<file path="src/ooo_isa_pkg.sv">
package ooo_isa_pkg;

  // Data path width.
  localparam int xlen = 32;

  // Architectural register count, register 0 reads as zero.
  localparam int num_regs = 16;

  typedef logic [3:0] reg_idx_t;

  // Register-to-register operations.
  typedef enum logic [2:0] {
    op_add = 3'd0,
    op_sub = 3'd1,
    op_and = 3'd2,
    op_or  = 3'd3,
    op_xor = 3'd4,
    op_mul = 3'd5
  } op_e;

endpackage

</file>
<file path="src/ooo_core_pkg.sv">
package ooo_core_pkg;

  // Scoreboard geometry.
  localparam int scoreboard_depth = 4;
  localparam int scoreboard_index = 2;

  // ALU on port 0, multiplier on port 1.
  localparam int write_back_ports = 2;

  typedef logic [scoreboard_index-1:0] sb_idx_t;

  // One decoded operation, plus its slot and result once known.
  typedef struct packed {
    ooo_isa_pkg::op_e                 op;
    ooo_isa_pkg::reg_idx_t            rd;
    ooo_isa_pkg::reg_idx_t            rs1;
    ooo_isa_pkg::reg_idx_t            rs2;
    logic                             use_imm;
    logic [ooo_isa_pkg::xlen-1:0]     imm;
    sb_idx_t                          idx;
    logic                             valid;
    logic [ooo_isa_pkg::xlen-1:0]     result;
  } decoder_t;

  typedef struct packed {
    logic     issued;
    decoder_t instr;
  } scoreboard_t;

  typedef struct packed {
    logic                         valid;
    sb_idx_t                      idx;
    logic [ooo_isa_pkg::xlen-1:0] data;
  } writeback_t;

  // Snapshot of the slots and this cycle's results.
  typedef struct packed {
    logic [scoreboard_depth-1:0]       issued;
    decoder_t [scoreboard_depth-1:0]   instr;
    writeback_t [write_back_ports-1:0] wb;
  } forwarding_t;

endpackage

</file>
<file path="src/fu_req_if.sv">
`timescale 1ns/10ps

interface fu_req_if;
  import ooo_isa_pkg::*;
  import ooo_core_pkg::*;

  logic            valid;
  logic            ready;
  op_e             op;
  sb_idx_t         idx;
  logic [xlen-1:0] operand_a;
  logic [xlen-1:0] operand_b;

  modport sender (output valid, output op, output idx, output operand_a,
                  output operand_b, input ready);

  modport receiver (input valid, input op, input idx, input operand_a,
                    input operand_b, output ready);

endinterface

</file>
<file path="src/alu_unit.sv">
`timescale 1ns/10ps

module alu_unit (
  input  logic                     clock,
  input  logic                     reset,
  fu_req_if.receiver               req,
  output ooo_core_pkg::writeback_t wb
);
  import ooo_isa_pkg::*;
  import ooo_core_pkg::*;

  logic [xlen-1:0] result;
  logic            valid_q;
  sb_idx_t         idx_q;
  logic [xlen-1:0] data_q;

  assign req.ready = 1'b1;

  always_comb begin
    case (req.op)
      op_add:  result = req.operand_a + req.operand_b;
      op_sub:  result = req.operand_a - req.operand_b;
      op_and:  result = req.operand_a & req.operand_b;
      op_or:   result = req.operand_a | req.operand_b;
      op_xor:  result = req.operand_a ^ req.operand_b;
      default: result = '0;
    endcase
  end

  always_ff @(posedge clock) begin
    if (reset) begin
      valid_q <= 1'b0;
    end else begin
      valid_q <= req.valid & req.ready;
    end
    if (req.valid && req.ready) begin
      idx_q  <= req.idx;
      data_q <= result;
    end
  end

  assign wb = '{valid: valid_q, idx: idx_q, data: data_q};

endmodule

</file>
<file path="src/arch_regfile.sv">
`timescale 1ns/10ps

module arch_regfile (
  input  logic                         clock,
  input  logic                         reset,
  input  ooo_isa_pkg::reg_idx_t        rs1_addr,
  input  ooo_isa_pkg::reg_idx_t        rs2_addr,
  output logic [ooo_isa_pkg::xlen-1:0] rs1_data,
  output logic [ooo_isa_pkg::xlen-1:0] rs2_data,
  input  ooo_core_pkg::decoder_t       commit_instr,
  output logic                         commit_valid,
  output logic                         retire_valid,
  output ooo_isa_pkg::reg_idx_t        retire_rd,
  output logic [ooo_isa_pkg::xlen-1:0] retire_data
);
  import ooo_isa_pkg::*;
  import ooo_core_pkg::*;

  logic [xlen-1:0] regs_q [num_regs];

  assign rs1_data = regs_q[rs1_addr];
  assign rs2_data = regs_q[rs2_addr];

  // Oldest slot retires as soon as its result is in.
  assign commit_valid = commit_instr.valid;

  assign retire_valid = commit_instr.valid;
  assign retire_rd    = commit_instr.rd;
  assign retire_data  = commit_instr.result;

  // Register 0 is cleared by reset and never written.
  always_ff @(posedge clock) begin
    if (reset) begin
      for (int i = 0; i < num_regs; i++) begin
        regs_q[i] <= '0;
      end
    end else if (commit_valid && commit_instr.rd != '0) begin
      regs_q[commit_instr.rd] <= commit_instr.result;
    end
  end

endmodule

</file>
<file path="src/mul_unit.sv">
`timescale 1ns/10ps

module mul_unit #(
  parameter int mul_stages = 3
) (
  input  logic                     clock,
  input  logic                     reset,
  fu_req_if.receiver               req,
  output ooo_core_pkg::writeback_t wb
);
  import ooo_isa_pkg::*;
  import ooo_core_pkg::*;

  logic [mul_stages-1:0] valid_q;
  sb_idx_t               idx_q  [mul_stages];
  logic [xlen-1:0]       prod_q [mul_stages];

  assign req.ready = 1'b1;

  // Low half of the product enters stage 0.
  always_ff @(posedge clock) begin
    if (reset) begin
      valid_q <= '0;
    end else begin
      valid_q[0] <= req.valid & req.ready;
      for (int s = 1; s < mul_stages; s++) begin
        valid_q[s] <= valid_q[s-1];
      end
    end
    idx_q[0]  <= req.idx;
    prod_q[0] <= req.operand_a * req.operand_b;
    for (int s = 1; s < mul_stages; s++) begin
      idx_q[s]  <= idx_q[s-1];
      prod_q[s] <= prod_q[s-1];
    end
  end

  assign wb = '{valid: valid_q[mul_stages-1], idx: idx_q[mul_stages-1],
                data: prod_q[mul_stages-1]};

  // Steering in the operand stage sends only multiplies here.
  only_mul_ops: assert property (@(posedge clock) disable iff (reset)
    req.valid |-> req.op == op_mul);

endmodule

</file>
<file path="src/ooo_backend.sv">
`timescale 1ns/10ps

module ooo_backend #(
  parameter int mul_stages = 3
) (
  input  logic                         clock,
  input  logic                         reset,
  input  logic                         instr_valid,
  output logic                         instr_ready,
  input  ooo_isa_pkg::op_e             instr_op,
  input  ooo_isa_pkg::reg_idx_t        instr_rd,
  input  ooo_isa_pkg::reg_idx_t        instr_rs1,
  input  ooo_isa_pkg::reg_idx_t        instr_rs2,
  input  logic                         instr_use_imm,
  input  logic [ooo_isa_pkg::xlen-1:0] instr_imm,
  output logic                         retire_valid,
  output ooo_isa_pkg::reg_idx_t        retire_rd,
  output logic [ooo_isa_pkg::xlen-1:0] retire_data
);
  import ooo_isa_pkg::*;
  import ooo_core_pkg::*;

  decoder_t                          idu_instr;
  decoder_t                          issue_instr;
  decoder_t                          commit_instr;
  logic                              issue_valid;
  logic                              issue_ready;
  logic                              commit_valid;
  forwarding_t                       fwd;
  writeback_t [write_back_ports-1:0] wb;
  reg_idx_t                          rs1_addr;
  reg_idx_t                          rs2_addr;
  logic [xlen-1:0]                   rs1_data;
  logic [xlen-1:0]                   rs2_data;

  fu_req_if alu_req ();
  fu_req_if mul_req ();

  // Slot index and result are filled in later.
  assign idu_instr = '{op: instr_op, rd: instr_rd, rs1: instr_rs1, rs2: instr_rs2,
                       use_imm: instr_use_imm, imm: instr_imm, idx: '0,
                       valid: 1'b0, result: '0};

  scoreboard u_scoreboard (
    .clock, .reset, .idu2isu_instr(idu_instr), .idu_valid(instr_valid),
    .isu2idu_ready(instr_ready), .issue_instr, .issue_valid, .issue_ready,
    .commit_instr, .commit_valid, .fwd, .wb
  );

  operand_read u_operand_read (
    .clock, .reset, .issue_instr, .issue_valid, .issue_ready, .fwd,
    .rs1_addr, .rs2_addr, .rs1_data, .rs2_data, .alu_req, .mul_req
  );

  arch_regfile u_arch_regfile (
    .clock, .reset, .rs1_addr, .rs2_addr, .rs1_data, .rs2_data,
    .commit_instr, .commit_valid, .retire_valid, .retire_rd, .retire_data
  );

  alu_unit u_alu_unit (.clock, .reset, .req(alu_req), .wb(wb[0]));

  mul_unit #(.mul_stages(mul_stages)) u_mul_unit (
    .clock, .reset, .req(mul_req), .wb(wb[1])
  );

endmodule

</file>
<file path="src/operand_read.sv">
`timescale 1ns/10ps

module operand_read (
  input  logic                         clock,
  input  logic                         reset,
  input  ooo_core_pkg::decoder_t       issue_instr,
  input  logic                         issue_valid,
  output logic                         issue_ready,
  input  ooo_core_pkg::forwarding_t    fwd,
  output ooo_isa_pkg::reg_idx_t        rs1_addr,
  output ooo_isa_pkg::reg_idx_t        rs2_addr,
  input  logic [ooo_isa_pkg::xlen-1:0] rs1_data,
  input  logic [ooo_isa_pkg::xlen-1:0] rs2_data,
  fu_req_if.sender                     alu_req,
  fu_req_if.sender                     mul_req
);
  import ooo_isa_pkg::*;
  import ooo_core_pkg::*;

  typedef struct packed {
    logic            pending;
    logic [xlen-1:0] value;
  } src_t;

  src_t            src_a;
  src_t            src_b;
  logic            is_mul;
  logic            unit_ready;
  logic            stall;
  logic            dispatch;
  logic [xlen-1:0] operand_b;

  // Walks back from the issue slot; the first free slot ends the live window.
  function automatic src_t resolve(input reg_idx_t rs, input logic needed,
                                   input logic [xlen-1:0] rf_value,
                                   input sb_idx_t issue_idx, input forwarding_t view);
    src_t    res;
    logic    in_window;
    logic    found;
    sb_idx_t slot;
    sb_idx_t hit;
    res       = '{pending: 1'b0, value: rf_value};
    in_window = 1'b1;
    found     = 1'b0;
    hit       = '0;
    for (int d = 1; d < scoreboard_depth; d++) begin
      slot = issue_idx - sb_idx_t'(d);
      if (!view.issued[slot]) begin
        in_window = 1'b0;
      end
      if (in_window && !found && view.instr[slot].rd == rs) begin
        found = 1'b1;
        hit   = slot;
      end
    end
    if (needed && rs != '0 && found) begin
      if (view.instr[hit].valid) begin
        res.value = view.instr[hit].result;
      end else begin
        res.pending = 1'b1;
        for (int p = 0; p < write_back_ports; p++) begin
          if (view.wb[p].valid && view.wb[p].idx == hit) begin
            res.pending = 1'b0;
            res.value   = view.wb[p].data;
          end
        end
      end
    end
    return res;
  endfunction

  assign rs1_addr = issue_instr.rs1;
  assign rs2_addr = issue_instr.rs2;

  assign src_a = resolve(issue_instr.rs1, 1'b1, rs1_data, issue_instr.idx, fwd);
  assign src_b = resolve(issue_instr.rs2, ~issue_instr.use_imm, rs2_data,
                         issue_instr.idx, fwd);

  assign operand_b = issue_instr.use_imm ? issue_instr.imm : src_b.value;

  assign is_mul      = issue_instr.op == op_mul;
  assign unit_ready  = is_mul ? mul_req.ready : alu_req.ready;
  assign stall       = src_a.pending | src_b.pending;
  assign issue_ready = ~stall & unit_ready;
  assign dispatch    = issue_valid & ~stall;

  assign alu_req.valid     = dispatch & ~is_mul;
  assign alu_req.op        = issue_instr.op;
  assign alu_req.idx       = issue_instr.idx;
  assign alu_req.operand_a = src_a.value;
  assign alu_req.operand_b = operand_b;

  assign mul_req.valid     = dispatch & is_mul;
  assign mul_req.op        = issue_instr.op;
  assign mul_req.idx       = issue_instr.idx;
  assign mul_req.operand_a = src_a.value;
  assign mul_req.operand_b = operand_b;

  // No result is in flight for the slot being filled.
  no_wb_to_issue_slot: assert property (@(posedge clock) disable iff (reset)
    issue_valid |-> !(fwd.wb[0].valid && fwd.wb[0].idx == issue_instr.idx) &&
                    !(fwd.wb[1].valid && fwd.wb[1].idx == issue_instr.idx));

endmodule

</file>
<file path="src/scoreboard.sv">
`timescale 1ns/10ps

module scoreboard (
  input  logic                      clock,
  input  logic                      reset,
  input  ooo_core_pkg::decoder_t    idu2isu_instr,
  input  logic                      idu_valid,
  output logic                      isu2idu_ready,
  output ooo_core_pkg::decoder_t    issue_instr,
  output logic                      issue_valid,
  input  logic                      issue_ready,
  output ooo_core_pkg::decoder_t    commit_instr,
  input  logic                      commit_valid,
  output ooo_core_pkg::forwarding_t fwd,
  input  ooo_core_pkg::writeback_t [ooo_core_pkg::write_back_ports-1:0] wb
);
  import ooo_core_pkg::*;

  scoreboard_t [scoreboard_depth-1:0] mem_q;
  scoreboard_t [scoreboard_depth-1:0] mem_n;
  sb_idx_t                            issue_ptr_q;
  sb_idx_t                            commit_ptr_q;
  logic [scoreboard_index:0]          sb_cnt;
  logic                               issue_full;
  logic                               accept;

  // Occupied slots.
  always_comb begin
    sb_cnt = '0;
    for (int i = 0; i < scoreboard_depth; i++) begin
      sb_cnt = sb_cnt + {{scoreboard_index{1'b0}}, mem_q[i].issued};
    end
  end

  assign issue_full = sb_cnt == (scoreboard_index + 1)'(scoreboard_depth);

  always_comb begin
    issue_instr     = idu2isu_instr;
    issue_instr.idx = issue_ptr_q;
  end

  assign issue_valid   = idu_valid & ~issue_full;
  assign isu2idu_ready = issue_ready & ~issue_full;
  assign accept        = idu_valid & isu2idu_ready;

  assign commit_instr = mem_q[commit_ptr_q].instr;

  always_comb begin
    mem_n = mem_q;

    if (accept) begin
      mem_n[issue_ptr_q].issued = 1'b1;
      mem_n[issue_ptr_q].instr  = issue_instr;
    end

    // Results land only in live slots.
    for (int p = 0; p < write_back_ports; p++) begin
      if (wb[p].valid && mem_q[wb[p].idx].issued) begin
        mem_n[wb[p].idx].instr.valid  = 1'b1;
        mem_n[wb[p].idx].instr.result = wb[p].data;
      end
    end

    if (commit_valid) begin
      mem_n[commit_ptr_q].issued      = 1'b0;
      mem_n[commit_ptr_q].instr.valid = 1'b0;
    end
  end

  always_comb begin
    for (int i = 0; i < scoreboard_depth; i++) begin
      fwd.issued[i] = mem_q[i].issued;
      fwd.instr[i]  = mem_q[i].instr;
    end
    fwd.wb = wb;
  end

  always_ff @(posedge clock) begin
    if (reset) begin
      for (int i = 0; i < scoreboard_depth; i++) begin
        mem_q[i].issued      <= 1'b0;
        mem_q[i].instr.valid <= 1'b0;
      end
      issue_ptr_q  <= '0;
      commit_ptr_q <= '0;
    end else begin
      mem_q <= mem_n;
      if (accept) begin
        issue_ptr_q <= issue_ptr_q + sb_idx_t'(1);
      end
      if (commit_valid) begin
        commit_ptr_q <= commit_ptr_q + sb_idx_t'(1);
      end
    end
  end

  // The register file only commits a live slot.
  commit_needs_issued: assert property (@(posedge clock) disable iff (reset)
    commit_valid |-> mem_q[commit_ptr_q].issued);

  // A new operation never lands on an occupied slot.
  accept_into_free_slot: assert property (@(posedge clock) disable iff (reset)
    accept |-> !mem_q[issue_ptr_q].issued);

endmodule

</file>
<file path="config.mk">
export PLATFORM = sky130hd
export DESIGN_NAME = ooo_backend
export DESIGN_NICKNAME = d
export VERILOG_FILES = /design/src/ooo_isa_pkg.sv /design/src/ooo_core_pkg.sv /design/src/fu_req_if.sv /design/src/alu_unit.sv /design/src/arch_regfile.sv /design/src/mul_unit.sv /design/src/ooo_backend.sv /design/src/operand_read.sv /design/src/scoreboard.sv
export SDC_FILE = /design/constraint.sdc
export NUM_CORES = 2
export LEC_CHECK = 0
export BUFFER_PORTS_ARGS = -buffer_cell sky130_fd_sc_hd__buf_2
export CELL_PAD_IN_SITES_DETAIL_PLACEMENT = 1
export CELL_PAD_IN_SITES_GLOBAL_PLACEMENT = 1
export CORE_ASPECT_RATIO = 0.6
export CORE_MARGIN = 4
export CORE_UTILIZATION = 30
export DETAILED_ROUTE_END_ITERATION = 10
export PLACE_DENSITY_LB_ADDON = 0.08
export SLEW_MARGIN = 20
export SYNTH_ARGS = -nofsm -noshare
export SYNTH_HDL_FRONTEND = slang
export SYNTH_HIERARCHICAL = 1
export SYNTH_SLANG_ARGS = --single-unit
</file>
<file path="constraint.sdc">
create_clock -name clock -period 9.9 [get_ports clock]
set_input_delay 0.99 -clock clock [delete_from_list [all_inputs] [get_ports clock]]
set_output_delay 0.99 -clock clock [all_outputs]
set_load 0.01 [all_outputs]
</file>
# ---- After elaboration in Yosys (flattened, before gate mapping)
# Memories as Yosys holds them, arrays and structs flattened.
# Index checks and enable logic that the tools add are counted.
dict set report word_totals {
  elab_cells 221
  reg_bits 378
  n_memories 3
  ramBits 614
  output_inout_bits 38
  inputBits 51
  latchBits 0
  rom_bits 0
}
# name depth width rd rd_ports_with_merged_regs write_ports line
set memory_table {}
lappend memory_table {u_arch_regfile.regs_q 16 32 2 0 16 arch_regfile.sv:19} ;# logic [xlen-1:0] regs_q [num_regs];
lappend memory_table {u_mul_unit.prod_q 3 32 3 0 3 mul_unit.sv:16} ;# logic [xlen-1:0] prod_q [mul_stages];
lappend memory_table {u_mul_unit.idx_q 3 2 3 0 3 mul_unit.sv:15} ;# sb_idx_t idx_q [mul_stages];
dict set report classes {
  n_reduce_logical 33
  n_shift 0
  div 0
  eq_ne 16
  multipliers 1
  add_sub_neg 10
  n_bitwise 14
  n_mux 85
  n_lt_le_gt_ge 13
}
# op count
set ops {}
lappend ops {{336-bit bitwise mux} 8}
lappend ops {{84-bit demux with 2-bit select} 8}
lappend ops {{336-bit 2-to-1 mux} 4}
lappend ops {{83-bit binary-select mux with 2-bit select} 5}
lappend ops {{84-bit binary-select mux with 2-bit select} 3}
lappend ops {{33-bit 2-to-1 mux} 11}
lappend ops {{84-bit 2-to-1 mux} 4}
lappend ops {{80-bit 2-to-1 mux} 4}
lappend ops {{32-bit 2-to-1 mux} 6}
lappend ops {{32-bit case mux with 5 select lines} 1}
lappend ops {{83-bit 2-to-1 mux} 1}
lappend ops {{32-bit adder} 1}
lappend ops {{32-bit AND} 1}
lappend ops {{32-bit by 32-bit multiplier with 32-bit output} 1}
lappend ops {{32-bit OR} 1}
lappend ops {{32-bit OR reduction} 1}
lappend ops {{32-bit subtractor} 1}
lappend ops {{32-bit XOR} 1}
lappend ops {{2-bit by 3-bit less-than comparator with 1-bit output (second input constant)} 9}
lappend ops {{4-bit == test} 6}
lappend ops {{1-bit logical AND} 24}
lappend ops {{1-bit 2-to-1 mux} 20}
lappend ops {{2-bit 2-to-1 mux} 6}
lappend ops {{4-bit nonzero test} 3}
lappend ops {{other kinds (17)} 42}

# ---- Depth between registers and ports, before layout
dict set report logic_depth {
  ltp_word 34
  ltp_mapped 43
}

# ---- Modules after synthesis
# The synthesis kept the hierarchy.
# module cells_per_inst area_each_um2 seq_area_each_um2 n_inst
set modules_own_cells {}
lappend modules_own_cells {arch_regfile 1690 26615.5 15374.7 1}
lappend modules_own_cells {scoreboard 1498 19622.6 10089.7 1}
lappend modules_own_cells {mul_unit 1865 18232.5 2102.0 1}
lappend modules_own_cells {operand_read 1089 8179.1 0.0 1}
lappend modules_own_cells {alu_unit 675 5376.4 1041.0 1}
lappend modules_own_cells {ooo_backend 1 3.8 0.0 1}

# ---- Worst setup path after synthesis
# No wires, ideal clock.
dict set report synth_timing {
  path_kind {flip-flop to flip-flop}
  from {register u_scoreboard.issue_ptr_q[1]}
  to {memory u_mul_unit.prod_q[0][29]}
  setup_ps 123
  synth_period_minus_slack_ps 10474
  path_stages_with_launch 35
  path_slack_ps -574
  arrival_ps 10350
  required_ps 9777
  cell_sequence {dfxtp_1 -> buf_2 -> mux4_2 -> xnor2_1 -> nand2_1 -> nor4_1 -> nor4b_1 -> a211o_1 -> mux4_2 -> or2_1 -> buf_2 -> buf_6 -> o31ai_1 -> buf_4 -> clkbuf_1 -> clkbuf_1 -> and2_1 -> fa_1 -> inv_1 -> fa_1 -> fa_1 -> fa_1 -> inv_1 -> fa_1 -> fa_1 -> fa_1 -> fa_1 -> ha_1 -> a21o_1 -> a21o_1 -> a21o_1 -> a221o_1 -> a2111oi_0 -> a21oi_1 -> xor2_1}
}
# item line
set synth_rtl {}
lappend synth_rtl {{from (decl)} scoreboard.sv:21} ;# sb_idx_t issue_ptr_q;
lappend synth_rtl {{from (signal assigned)} scoreboard.sv:89} ;# issue_ptr_q <= issue_ptr_q + sb_idx_t'(1);
lappend synth_rtl {{to (decl)} mul_unit.sv:16}

==> impl_metrics.py <==
metrics = {
    "hold_path": {
        "hold_path.class": "flip-flop to flip-flop",
        "hold_depth": 0,
    },
    "routing": {
        "wl_um": 353300,
        "drtIter0Drc": 7337,
        "vias": 58260,
        "firstDrtPassIters": 5,
        "drcViolationCount": 0,
        "drtAntennaViolNets": 0,
        "viasPerCell": 5.821,
        "wl_per_cell_um": 35.31,
    },
    "die": {
        "core_area_um2": 235900,
        "start_util_pct": 30.16,
        "row_count": 138,
        "die_y_um": 385.2,
        "die_w_um": 636.6,
        "die_area_um2": 245200,
        "pin_count": 89,
    },
    "critical_path": {
        "crit_fanout": 11,
        "path_common_cell": "fa_1",
        "cp.required_ns": 10.50,
        "cp_data_arrival_time_ns": 10.89,
        "crit_type": "flip-flop to flip-flop",
        "crit_cells": 34,
        "max_stage_delay_ns": 0.63,
        "ff2ff_path_depth": 34,
        "crit_path_end_kind": "flip-flop",
        "cp_slowest_cell": "mux4_2",
        "worstSetupStartpointType": "flip-flop",
        "worst-path-buf-inv": 7,
        "critPathTopFamily": "adder cells",
    },
    "run_status": {
        "outcome": "complete, but fails checks",
        "violations": "setup timing",
    },
    "cells_and_area": {
        "instances_no_fill": 10010,
        "fin_nets": 7461,
        "postLayoutCellArea_um2": 83520,
        "fillers": 25670,
        "area_growth_pct": 17.41,
        "drive_gt1_share_pct": 25.11,
    },
    "grt": {
        "grt_pass1_vias": 57720,
        "antenna_found_initial": 41,
        "grt_pass1_wl_um": 485900,
        "grt_util_all_layers_pct": 28.16,
        "gr-total-overflow": 0,
        "grt_max_degree": 140,
    },
    "placement": {
        "portBuffers": 88,
        "gp_congestion": 0.9416,
        "dpl.cell_count": 9774,
        "place_ws_ns": -0.7148,
        "dpl-instance-area_um2": 78770,
        "hpwlAfterDp_um": 256100,
    },
    "logic_synthesis": {
        "ys_warn_count": 6,
        "synth_cells": 6541,
        "syn_area_um2": 71130,
        "avgSynthCellArea_um2": 10.87,
    },
    "cts": {
        "cts.clk_slew.worst_paths_ns": 0.07,
        "clk_path_buf_depth": 3,
        "root_buffer": "clkbuf_16",
        "numClockSinks": 808,
        "cts_buffers": 88,
        "cts_tree": "yes",
        "htree_levels": 3,
        "clock_latency_ns": 0.72,
    },
    "power": {
        "vdd_drop_max_mv": 0.9362,
        "p_leak_nw": 31.72,
        "pwr-share-comb_pct": 69.3,
        "powerDensity_nw_per_um2": 326.1,
        "p_clk_share_pct": 13.0,
        "p_int_mw": 14.65,
        "seq_power_share_pct": 17.7,
        "switching_share_pct": 46.22,
        "power.net_switching_mw": 12.59,
    },
    "sta": {
        "setup_viol_count_final": 10,
        "grt_setup_unrepaired": "yes",
        "slew_viol_final": 0,
        "fmax_mhz": 97.15,
        "tightest_slew_ns": 1.203,
        "skew_ns": 0.03802,
        "post-route-period-util_pct": 104.0,
        "finalHoldViolCount": 0,
        "layout_setup_ws_ns": -0.3934,
        "finalCriticalPeriod_ns": 10.29,
        "fin_tns_setup_ns": -1.867,
        "slew_headroom_pct": 19.83,
    },
    "job": {
        "timing.max_cap.violations": 0,
    },
}
-- sequential cells by signal, indices dropped and copies added, names as in the netlist, named ones only --
signal / count
u_arch_regfile/regs_q: 512
u_scoreboard/fwd: 136
u_mul_unit/prod_q: 96
u_alu_unit/data_q: 32
u_mul_unit/idx_q: 6
u_mul_unit/valid_q: 3
u_alu_unit/idx_q: 2
u_scoreboard/commit_ptr_q: 2
u_scoreboard/issue_ptr_q: 2
u_alu_unit/valid_q: 1
-- power by group through the flow --
stage	sequential, mW	combinational (mW)	clock [mW]
after detailed placement	4.87	16.5	0
final	4.82	18.9	3.53
after CTS	4.80	17.2	3.60
after global routing	4.83	20.3	3.74
after global placement	4.87	16.5	0
after floorplan	4.36	9.13	0
-- worst paths after layout --
path / startpoint / to / slack [ns]
hold reg to reg: u_mul_unit/prod_q[0][0]$_DFF_P_ / u_mul_unit/prod_q[0][32]$_DFF_P_ / 0.31
setup reg to reg: flip-flop / u_mul_unit/prod_q[0][29]$_DFF_P_ / -0.39
setup / recovery: flip-flop / u_mul_unit/prod_q[0][29]$_DFF_P_ / -0.39
hold / removal: u_mul_unit/prod_q[0][0]$_DFF_P_ / u_mul_unit/prod_q[0][32]$_DFF_P_ / 0.31
-- stage by stage --
step | utilization, % | hold WS, ns | power (mW)
final | 35.41 | 0.3091 | 27.24
after global routing | 35.40 | 0.3075 | 28.91
after CTS | 34.94 | 0.2960 | 25.62
after detailed placement | 33.40 | 0.3135 | 21.32
after global placement | 33.40 | 0.3106 | 21.34
after floorplan | - | 0.3096 | 13.50
-- cells in the final DEF, fill, tap and decap left out, types with 166 or more instances in the layout --
cell	instances
and2_1	852
buf_4	608
conb_1	166
edfxtp_1	690
fa_1	375
ha_1	205
inv_1	432
mux2i_1	167
mux4_2	306
nand2_1	334
-- layer usage --
layer	GRT usage [%]	share of wire [%]	vias to the layer above
met5	0	0.0037	-
met4	4.689	1.7	2
met3	6.549	9.8	270
met2	35.77	37	2853
met1	46.89	51	31090
li1	-	-	24040
-- cell type report --
class	count	area, um^2	area share, %
Multi-Input combinational cell	4587	44220	52.95
Tap cell	3150	3941	4.719
Clock inverter	56	467.9	0.5603
Timing Repair Buffer	837	7620	9.124
Antenna cell	13	32.53	0.03895
Clock buffer	108	2444	2.926
Inverter	449	1692	2.026
Sequential cell	808	23100	27.65
-- repair_timing --
action	4_1_cts	5_1_grt
pin swaps	41	68
setup endpoints to repair	19	24
hold endpoints to repair	0	0
hold buffers	0	0
gates cloned	3	1
gates resized for setup	83	171
setup buffers	24	36
No activity file was read; power rests on OpenSTA's default activity.
